## src/common/dbg_pkg.sv

```systemverilog
package dbg_pkg;

    // ==============================
    // Widths
    // ==============================
    typedef logic [6:0]  dmi_addr_t;
    typedef logic [31:0] dmi_data_t;
    typedef logic [1:0]  dmi_op_t;
    typedef logic [4:0]  ir_t;

    // Standard JTAG TAP states
    typedef enum logic [3:0] {
        TEST_LOGIC_RESET = 4'h0,
        RUN_TEST_IDLE    = 4'h1,
        SELECT_DR_SCAN   = 4'h2,
        SELECT_IR_SCAN   = 4'h3,
        CAPTURE_DR       = 4'h4,
        CAPTURE_IR       = 4'h5,
        SHIFT_DR         = 4'h6,
        SHIFT_IR         = 4'h7,
        EXIT1_DR         = 4'h8,
        EXIT1_IR         = 4'h9,
        PAUSE_DR         = 4'hA,
        PAUSE_IR         = 4'hB,
        EXIT2_DR         = 4'hC,
        EXIT2_IR         = 4'hD,
        UPDATE_DR        = 4'hE,
        UPDATE_IR        = 4'hF
    } tap_state_t;

    // ==============================
    // Codes and constants
    // ==============================
    localparam dmi_op_t OP_NOP   = 2'd0;
    localparam dmi_op_t OP_READ  = 2'd1;
    localparam dmi_op_t OP_WRITE = 2'd2;

    localparam ir_t IR_BYPASS = 5'h00;
    localparam ir_t IR_IDCODE = 5'h01;
    localparam ir_t IR_DTMCS  = 5'h10;
    localparam ir_t IR_DMI    = 5'h11;

    localparam int IR_LEN  = 5;
    localparam int DMI_LEN = 41;    // addr + data + op

    localparam dmi_data_t IDCODE_VALUE = 32'h0053_7291;
    localparam dmi_data_t DTMCS_VALUE  = {22'd0, 6'd7, 4'd1};   // abits 7, version 1

    localparam dmi_addr_t DMSTATUS_ADDR  = 7'h11;
    localparam dmi_data_t DMSTATUS_VALUE = 32'h0000_0C82;
    localparam dmi_addr_t DATA_BASE_ADDR = 7'h04;
    localparam int        NUM_DATA_REGS  = 8;

    localparam int DMI_CREDITS = 2;     // Request queue depth in the DM

endpackage

```

## src/hdl/jtag_sync.sv

```systemverilog
`timescale 1ns/10ps

module jtag_sync (
    input  logic clk,
    input  logic rst_n,
    input  logic tck_ns,
    input  logic tms_ns,
    input  logic tdi_ns,
    output logic tck_rise,
    output logic tck_fall,
    output logic tms_s,
    output logic tdi_s
);

    logic [2:0] tck_q;
    logic [2:0] tms_q;
    logic [2:0] tdi_q;

    always_ff @(posedge clk) begin
        if (!rst_n) begin
            tck_q <= 3'b000;
            tms_q <= 3'b000;
            tdi_q <= 3'b000;
        end else begin
            tck_q <= {tck_q[1:0], tck_ns};
            tms_q <= {tms_q[1:0], tms_ns};
            tdi_q <= {tdi_q[1:0], tdi_ns};
        end
    end

    // Edge seen between the last two stages
    assign tck_rise = !tck_q[2] && tck_q[1];
    assign tck_fall = tck_q[2] && !tck_q[1];

    // Pins settle long before tck moves
    assign tms_s = tms_q[2];
    assign tdi_s = tdi_q[2];

endmodule

```

## src/dtm/dtm_tap.sv

```systemverilog
`timescale 1ns/10ps

module dtm_tap import dbg_pkg::*; (
    input  logic               clk,
    input  logic               rst_n,
    input  logic               tck_rise,
    input  logic               tck_fall,
    input  logic               tms_s,
    input  logic               tdi_s,
    output logic               tdo,
    output logic               dmi_update,
    output logic [DMI_LEN-1:0] dmi_shift_in,
    input  logic [DMI_LEN-1:0] dmi_capture_word
);

    tap_state_t         state;
    tap_state_t         state_next;
    ir_t                ir;
    logic [DMI_LEN-1:0] sr;         // Data sits in the top sr_len bits
    logic [5:0]         sr_len;
    logic [5:0]         tdo_idx;
    logic [DMI_LEN-1:0] cap_word;
    logic [5:0]         cap_len;
    logic               tdo_q;
    logic               tdo_en;

    // ==============================
    // TAP state machine
    // ==============================
    always_comb begin
        case (state)
            TEST_LOGIC_RESET: state_next = tms_s ? TEST_LOGIC_RESET : RUN_TEST_IDLE;
            RUN_TEST_IDLE:    state_next = tms_s ? SELECT_DR_SCAN   : RUN_TEST_IDLE;
            SELECT_DR_SCAN:   state_next = tms_s ? SELECT_IR_SCAN   : CAPTURE_DR;
            SELECT_IR_SCAN:   state_next = tms_s ? TEST_LOGIC_RESET : CAPTURE_IR;
            CAPTURE_DR:       state_next = tms_s ? EXIT1_DR         : SHIFT_DR;
            CAPTURE_IR:       state_next = tms_s ? EXIT1_IR         : SHIFT_IR;
            SHIFT_DR:         state_next = tms_s ? EXIT1_DR         : SHIFT_DR;
            SHIFT_IR:         state_next = tms_s ? EXIT1_IR         : SHIFT_IR;
            EXIT1_DR:         state_next = tms_s ? UPDATE_DR        : PAUSE_DR;
            EXIT1_IR:         state_next = tms_s ? UPDATE_IR        : PAUSE_IR;
            PAUSE_DR:         state_next = tms_s ? EXIT2_DR         : PAUSE_DR;
            PAUSE_IR:         state_next = tms_s ? EXIT2_IR         : PAUSE_IR;
            EXIT2_DR:         state_next = tms_s ? UPDATE_DR        : SHIFT_DR;
            EXIT2_IR:         state_next = tms_s ? UPDATE_IR        : SHIFT_IR;
            UPDATE_DR:        state_next = tms_s ? SELECT_DR_SCAN   : RUN_TEST_IDLE;
            UPDATE_IR:        state_next = tms_s ? SELECT_DR_SCAN   : RUN_TEST_IDLE;
            default:          state_next = TEST_LOGIC_RESET;
        endcase
    end

    // Capture value per instruction
    always_comb begin
        case (ir)
            IR_IDCODE: begin
                cap_word = {IDCODE_VALUE, {(DMI_LEN - 32){1'b0}}};
                cap_len  = 6'd32;
            end
            IR_DTMCS: begin
                cap_word = {DTMCS_VALUE, {(DMI_LEN - 32){1'b0}}};
                cap_len  = 6'd32;
            end
            IR_DMI: begin
                cap_word = dmi_capture_word;
                cap_len  = 6'(DMI_LEN);
            end
            default: begin                  // Bypass and unknown codes
                cap_word = '0;
                cap_len  = 6'd1;
            end
        endcase
    end

    always_ff @(posedge clk) begin
        if (!rst_n) begin
            state  <= TEST_LOGIC_RESET;
            ir     <= IR_IDCODE;
            sr_len <= 6'd1;
            tdo_q  <= 1'b0;
            tdo_en <= 1'b0;
        end else begin
            if (tck_rise) begin
                state <= state_next;
                if (state == CAPTURE_DR) begin
                    sr_len <= cap_len;
                end else if (state == CAPTURE_IR) begin
                    sr_len <= 6'(IR_LEN);
                end
            end
            if (tck_fall) begin
                tdo_q  <= sr[tdo_idx];
                tdo_en <= (state == SHIFT_DR) || (state == SHIFT_IR);
            end
            if (state == TEST_LOGIC_RESET) begin
                ir <= IR_IDCODE;
            end else if (tck_fall && state == UPDATE_IR) begin
                ir <= sr[DMI_LEN-1 -: IR_LEN];
            end
        end
    end

    // ==============================
    // Shift register
    // ==============================
    always_ff @(posedge clk) begin
        if (tck_rise) begin
            case (state)
                CAPTURE_DR: sr <= cap_word;
                CAPTURE_IR: sr <= {ir_t'(1), {(DMI_LEN - IR_LEN){1'b0}}};
                SHIFT_DR,
                SHIFT_IR:   sr <= {tdi_s, sr[DMI_LEN-1:1]};     // In at top, out at bottom
                default: ;
            endcase
        end
    end

    assign tdo_idx = 6'(DMI_LEN) - sr_len;
    assign tdo     = tdo_q && tdo_en;

    assign dmi_update   = tck_fall && (state == UPDATE_DR) && (ir == IR_DMI);
    assign dmi_shift_in = sr;

    a_state_known: assert property (@(posedge clk) disable iff (!rst_n)
        !$isunknown(state));

endmodule

```

## src/dtm/dmi_request.sv

```systemverilog
`timescale 1ns/10ps

module dmi_request import dbg_pkg::*; (
    input  logic               clk,
    input  logic               rst_n,
    input  logic               dmi_update,
    input  logic [DMI_LEN-1:0] dmi_shift_in,
    output logic [DMI_LEN-1:0] dmi_capture_word,
    output logic               req_valid,
    output dmi_addr_t          req_addr,
    output dmi_data_t          req_data,
    output dmi_op_t            req_op,
    input  logic               credit_return,
    input  logic               rsp_valid,
    input  dmi_data_t          rsp_data
);

    logic [DMI_LEN-1:0] dmi_reg;
    dmi_addr_t          cur_addr;
    dmi_data_t          cur_data;
    dmi_op_t            cur_op;
    dmi_op_t            upd_op;
    logic               upd_access;
    logic               busy;           // Update seen, no response yet
    logic               req_pend;       // Waiting for a credit
    logic [1:0]         credits;

    assign cur_addr = dmi_reg[40:34];
    assign cur_data = dmi_reg[33:2];
    assign cur_op   = dmi_reg[1:0];

    assign upd_op     = dmi_shift_in[1:0];
    assign upd_access = dmi_update && (upd_op == OP_READ || upd_op == OP_WRITE);

    always_ff @(posedge clk) begin
        if (!rst_n) begin
            dmi_reg  <= '0;
            busy     <= 1'b0;
            req_pend <= 1'b0;
        end else begin
            if (upd_access) begin
                dmi_reg  <= dmi_shift_in;
                busy     <= 1'b1;
                req_pend <= 1'b1;
            end else if (dmi_update) begin
                dmi_reg[1:0] <= OP_NOP;     // Keep addr and data
            end
            if (req_valid) begin
                req_pend <= 1'b0;
            end
            if (rsp_valid) begin
                busy         <= 1'b0;
                dmi_reg[1:0] <= OP_NOP;
                if (cur_op == OP_READ) begin
                    dmi_reg[33:2] <= rsp_data;
                end
            end
        end
    end

    // ==============================
    // Credit counter
    // ==============================
    always_ff @(posedge clk) begin
        if (!rst_n) begin
            credits <= 2'(DMI_CREDITS);
        end else begin
            case ({req_valid, credit_return})
                2'b10:   credits <= credits - 2'd1;
                2'b01:   credits <= credits + 2'd1;
                default: ;
            endcase
        end
    end

    assign req_valid = req_pend && (credits != 2'd0);
    assign req_addr  = cur_addr;
    assign req_data  = cur_data;
    assign req_op    = cur_op;

    // Op reads back 3 while the access is in flight
    assign dmi_capture_word = {cur_addr, cur_data, busy ? dmi_op_t'(3) : cur_op};

    a_rsp_outstanding: assert property (@(posedge clk) disable iff (!rst_n)
        rsp_valid |-> busy && !req_pend);

    a_credit_limit: assert property (@(posedge clk) disable iff (!rst_n)
        credits <= 2'(DMI_CREDITS));

endmodule

```

## src/dm/dm_regs.sv

```systemverilog
`timescale 1ns/10ps

module dm_regs import dbg_pkg::*; (
    input  logic      clk,
    input  logic      rst_n,
    input  logic      req_valid,
    input  dmi_addr_t req_addr,
    input  dmi_data_t req_data,
    input  dmi_op_t   req_op,
    output logic      credit_return,
    output logic      rsp_valid,
    output dmi_data_t rsp_data
);

    // ==============================
    // Request queue
    // ==============================
    dmi_addr_t q_addr [DMI_CREDITS];
    dmi_data_t q_data [DMI_CREDITS];
    dmi_op_t   q_op   [DMI_CREDITS];

    logic [$clog2(DMI_CREDITS)-1:0]   wr_ptr;
    logic [$clog2(DMI_CREDITS)-1:0]   rd_ptr;
    logic [$clog2(DMI_CREDITS+1)-1:0] count;
    logic                             retire;

    dmi_data_t                        data_regs [NUM_DATA_REGS];
    dmi_addr_t                        head_addr;
    dmi_op_t                          head_op;
    logic                             head_is_data;
    logic [$clog2(NUM_DATA_REGS)-1:0] head_idx;

    assign retire = (count != '0);  // One entry per cycle

    always_ff @(posedge clk) begin
        if (!rst_n) begin
            wr_ptr <= '0;
            rd_ptr <= '0;
            count  <= '0;
        end else begin
            if (req_valid) begin
                wr_ptr <= wr_ptr + 1'b1;
            end
            if (retire) begin
                rd_ptr <= rd_ptr + 1'b1;
            end
            case ({req_valid, retire})
                2'b10:   count <= count + 1'b1;
                2'b01:   count <= count - 1'b1;
                default: ;
            endcase
        end
    end

    always_ff @(posedge clk) begin
        if (req_valid) begin
            q_addr[wr_ptr] <= req_addr;
            q_data[wr_ptr] <= req_data;
            q_op[wr_ptr]   <= req_op;
        end
    end

    // ==============================
    // Register bank
    // ==============================
    assign head_addr    = q_addr[rd_ptr];
    assign head_op      = q_op[rd_ptr];
    assign head_is_data = (head_addr >= DATA_BASE_ADDR) &&
                          (head_addr < DATA_BASE_ADDR + NUM_DATA_REGS);
    assign head_idx     = $clog2(NUM_DATA_REGS)'(head_addr - DATA_BASE_ADDR);

    always_ff @(posedge clk) begin
        if (retire && head_op == OP_WRITE && head_is_data) begin
            data_regs[head_idx] <= q_data[rd_ptr];
        end
    end

    always_comb begin
        rsp_data = '0;                      // Writes and unmapped reads
        if (head_op == OP_READ) begin
            if (head_is_data) begin
                rsp_data = data_regs[head_idx];
            end else if (head_addr == DMSTATUS_ADDR) begin
                rsp_data = DMSTATUS_VALUE;
            end
        end
    end

    assign rsp_valid     = retire;
    assign credit_return = retire;         // One credit per retired entry

    a_no_overflow: assert property (@(posedge clk) disable iff (!rst_n)
        req_valid |-> count < DMI_CREDITS);

endmodule

```

## src/hdl/debug_top.sv

```systemverilog
`timescale 1ns/10ps

module debug_top import dbg_pkg::*; (
    input  logic clk,
    input  logic rst_n,
    input  logic tck_ns,
    input  logic tms_ns,
    input  logic tdi_ns,
    output logic tdo
);

    logic               tck_rise;
    logic               tck_fall;
    logic               tms_s;
    logic               tdi_s;

    logic               dmi_update;
    logic [DMI_LEN-1:0] dmi_shift_in;
    logic [DMI_LEN-1:0] dmi_capture_word;

    // DMI link
    logic               req_valid;
    dmi_addr_t          req_addr;
    dmi_data_t          req_data;
    dmi_op_t            req_op;
    logic               credit_return;
    logic               rsp_valid;
    dmi_data_t          rsp_data;

    jtag_sync u_sync (
        .clk      (clk),
        .rst_n    (rst_n),
        .tck_ns   (tck_ns),
        .tms_ns   (tms_ns),
        .tdi_ns   (tdi_ns),
        .tck_rise (tck_rise),
        .tck_fall (tck_fall),
        .tms_s    (tms_s),
        .tdi_s    (tdi_s)
    );

    dtm_tap u_tap (
        .clk              (clk),
        .rst_n            (rst_n),
        .tck_rise         (tck_rise),
        .tck_fall         (tck_fall),
        .tms_s            (tms_s),
        .tdi_s            (tdi_s),
        .tdo              (tdo),
        .dmi_update       (dmi_update),
        .dmi_shift_in     (dmi_shift_in),
        .dmi_capture_word (dmi_capture_word)
    );

    dmi_request u_req (
        .clk              (clk),
        .rst_n            (rst_n),
        .dmi_update       (dmi_update),
        .dmi_shift_in     (dmi_shift_in),
        .dmi_capture_word (dmi_capture_word),
        .req_valid        (req_valid),
        .req_addr         (req_addr),
        .req_data         (req_data),
        .req_op           (req_op),
        .credit_return    (credit_return),
        .rsp_valid        (rsp_valid),
        .rsp_data         (rsp_data)
    );

    dm_regs u_dm (
        .clk           (clk),
        .rst_n         (rst_n),
        .req_valid     (req_valid),
        .req_addr      (req_addr),
        .req_data      (req_data),
        .req_op        (req_op),
        .credit_return (credit_return),
        .rsp_valid     (rsp_valid),
        .rsp_data      (rsp_data)
    );

endmodule

```

## config.mk

```make
export PLATFORM = sky130hd
export DESIGN_NAME = debug_top
export DESIGN_NICKNAME = d
export VERILOG_FILES = /design/src/common/dbg_pkg.sv /design/src/hdl/jtag_sync.sv /design/src/dtm/dtm_tap.sv /design/src/dtm/dmi_request.sv /design/src/dm/dm_regs.sv /design/src/hdl/debug_top.sv
export SDC_FILE = /design/constraint.sdc
export NUM_CORES = 1
export LEC_CHECK = 0
export ABC_AREA = 1
export BUFFER_PORTS_ARGS = -buffer_cell sky130_fd_sc_hd__clkbuf_2
export CAP_MARGIN = 10
export CORE_UTILIZATION = 65
export DETAILED_ROUTE_END_ITERATION = 6
export PLACE_DENSITY = 0.81
export SYNTH_ARGS = -nofsm -noshare
export SYNTH_HDL_FRONTEND = slang
export SYNTH_SLANG_ARGS = --single-unit
```

## constraint.sdc

```tcl
create_clock -name clk -period 5.2 [get_ports clk]
set_input_delay 0.26 -clock clk [delete_from_list [all_inputs] [get_ports clk]]
set_output_delay 0.26 -clock clk [all_outputs]
set_load 0.02 [all_outputs]
```

==> impl_metrics.ini <==
[run_status]
outcome = complete, no violations

[pwr]
p_comb_share_pct = 14.7
irDropWorstVdd_v = 0.000271
p_leak_nw = 7.41
p_switching_mw = 2.36
power.total_mw = 8.74
pwr-share-clk_pct = 37.5
p_int_mw = 6.38
switching_share_pct = 27.0
p_seq_share_pct = 47.8
p_per_area_nw_per_um2 = 433

[floorplan]
core_area_um2 = 27800
dieArea_um2 = 28900
ios = 6
die-height_um = 170
die_x_um = 170
rows = 61
initial_core_util_pct = 66.1

[setup_path]
crit_arrival_ns = 3.78
critPathMaxFanout = 71
critical_path.slowest_cell = nor2_4
crit_buf_inv = 1
cp.required_ns = 5.36
crit_type = reg -> reg
crit_path_end_kind = flip-flop
cp_slowest_stage_delay_ns = 0.98
path_delay_family = simple AND/OR/NAND/NOR gates
crit_path_start_kind = flip-flop
r2r_slack_ns = 1.59
worstPathCellList = buf_4 -> nand2_1 -> nand2_4 -> nand3_1 -> nor2_4

[worst_hold_path]
hold_class = in -> reg

[drt]
postRouteWirelength_um = 39700
dr.pass1.iters = 6
viasPerCell = 5.90
wl_per_cell_um = 18.9
drt-initial-drc-count = 1577
ant_nets = 0
drcViolationCount = 0
vias = 12400

[logic_synthesis]
synth_top_flop_cell = edfxtp_1
synth_fa_ha_area_share_pct = 0.136
yosysSeqAreaShare_pct = 70.0
synth.avg_cell_area_um2 = 10.8
synth.distinct_cells = 35
synth_xor_xnor_area_share_pct = 0.0477
synth-compound-area-share_pct = 5.16
syn_area_um2 = 18400
async_flop_share_pct = 0
synthCells = 1701
synth_warnings = 0
synth_top_area_share_pct = 62.0
muxShareOfSynthArea_pct = 0
synth_edf_count = 379
ys_ff_latch = 453
synth_top_family_by_area = simple AND/OR/NAND/NOR gates
yosysTopAreaCell = edfxtp_1
yosys-top-cells-area = edfxtp_1 62%, nand2_1 12%, dfxtp_1 8.1%, nand3_1 5.8%, o21ai_0 2.2%
synth_simple_gate_area_share_pct = 20.4
synth_nets = 1708

[finish]
largest-register = u_dm.data_regs
syn2layout_area_growth_pct = 9.89
final_cell_mix = 566 x nand2_1, 379 x edfxtp_1, 212 x nand3_1
drive_gt1_share_pct = 7.15
largest_register_ffs = 256
largestRegisters = u_dm.data_regs: 256 flops, u_dm.q_data: 64 flops
final_common_cell = nand2_1
fin_nets = 1692
diodes = 0

[clocking]
cts_buffers = 44
post_cts_buffers = 0
cts_tree = built
cts_root_buf = clkbuf_16
clockBufferDepth = 3
cts_resized = 0
cts_max_level = 2
clk_latency_ns = 0.55
clk_pin_slew_ns = 0.06
numClockSinks = 453

[grt]
grt_max_degree = 72
grt_usage_pct = 28.1
grt_pass1_vias = 11600
overflow = 0
antenna_found_initial = 0
grt_first_pass_wirelength_um = 61900

[sta]
setup_viol = 0
fmax_mhz = 277
tns_ns = 0
slew_headroom_pct = 23.4
hold_violations = 0
period_needed_ns = 3.61
rsz0062_at_grt = no
skew_ns = 0.0115
worst_pin_slew_ns = 1.15
layout_setup_ws_ns = 1.59
slew_violations = 0
fin_crit_sh_pct = 69.5

[placed_design]
gp_congestion = 0.850
port_buffers = 5
dp_hpwl_um = 24000
dpl_worst_slack_ns = 1.66

[run]
cap_violations = 0
stage by stage:
stage               std cells  cell area (um2)  util [%]  hold slack [ns]
CTS                      2098            20200      72.6            0.247
global route             2098            20200      72.6            0.288
floorplan                1701            18400         -            0.358
finish                   2098            20200      72.6            0.262
global placement         2014            18600      67.1            0.395
detailed placement       2014            18600      67.1            0.408
final timing paths:
| check | end | cells after the start | startpoint |
|---|---|---|---|
| worst max register to register | u_dm.data_regs[4][23] | 5 | flip-flop |
| worst min register to register | u_sync.tck_q[1] | 2 | u_sync.tck_q[0] |
| worst max-delay path | u_dm.data_regs[4][23] | 5 | flip-flop |
| worst min-delay path | u_tap.sr_len[0] | 3 | rst_n |
worst register-to-register path: stages (launching register included):
cell,delay (ns)
dfxtp_2,0.59
buf_4,0.36
nand2_1,0.15
nand2_4,0.58
nand3_1,0.56
nor2_4,0.98
power by group through the flow:
stage	Combinational [mW]	Clock [mW]	Sequential, mW
6_report	1.29	3.27	4.18
5_1_grt	1.42	3.43	4.18
4_1_cts	1.28	3.30	4.18
3_5_place_dp	1.26	0	4.26
3_3_place_gp	1.22	0	4.25
2_1_floorplan	0.908	0	4.23
metal layers:
metal | routed length (um) | vias to the layer above | part of all wire, % | global-route usage (%)
met4 | 792 | 0 | 2.0 | 7.95
met5 | 0 | - | 0 | 0
met3 | 3360 | 69 | 8.5 | 4.00
met1 | 16700 | 5906 | 42 | 40.4
met2 | 18800 | 600 | 47 | 45.2
li1 | - | 5795 | - | -
cell type report:
type | count | area [um2]
Sequential cell | 453 | 12900
Clock inverter | 26 | 272
Inverter | 87 | 334
Timing Repair Buffer | 24 | 175
Multi-Input combinational cell | 1075 | 4820
Clock buffer | 55 | 1240
Tap cell | 378 | 473
Fill cell | 1875 | 7600
cells by family (layout without fill, tap and decap cells):
| family | Yosys count | in the layout |
|---|---|---|
| xor gates and xnor gates | 1 | 1 |
| DFF | 453 | 453 |
| and+or+nand+nor | 895 | 895 |
| AOI/OAI and AO/OA | 177 | 177 |
| adders and majority gates | 2 | 2 |
| buffers and inverters | 173 | 192 |
cells in the mapped netlist, types with 6 or more instances:
cell and n:
nor2_1 82, clkbuf_1 28, o211ai_1 7, a21oi_1 65, o22ai_1 13, o21ai_0 81, buf_2 38, edfxtp_1 379
buf_4 6, nand2_1 569, buf_6 7, nand3_1 212, inv_1 80, nand3b_1 17, dfxtp_1 74, buf_1 7
timing repair:
action                                  CTS  global route
endpoints found under the setup margin    0             0
endpoints found under the hold margin     3             0
hold buffers                              3             0
Note: power is estimated with default switching activity, not from simulation.
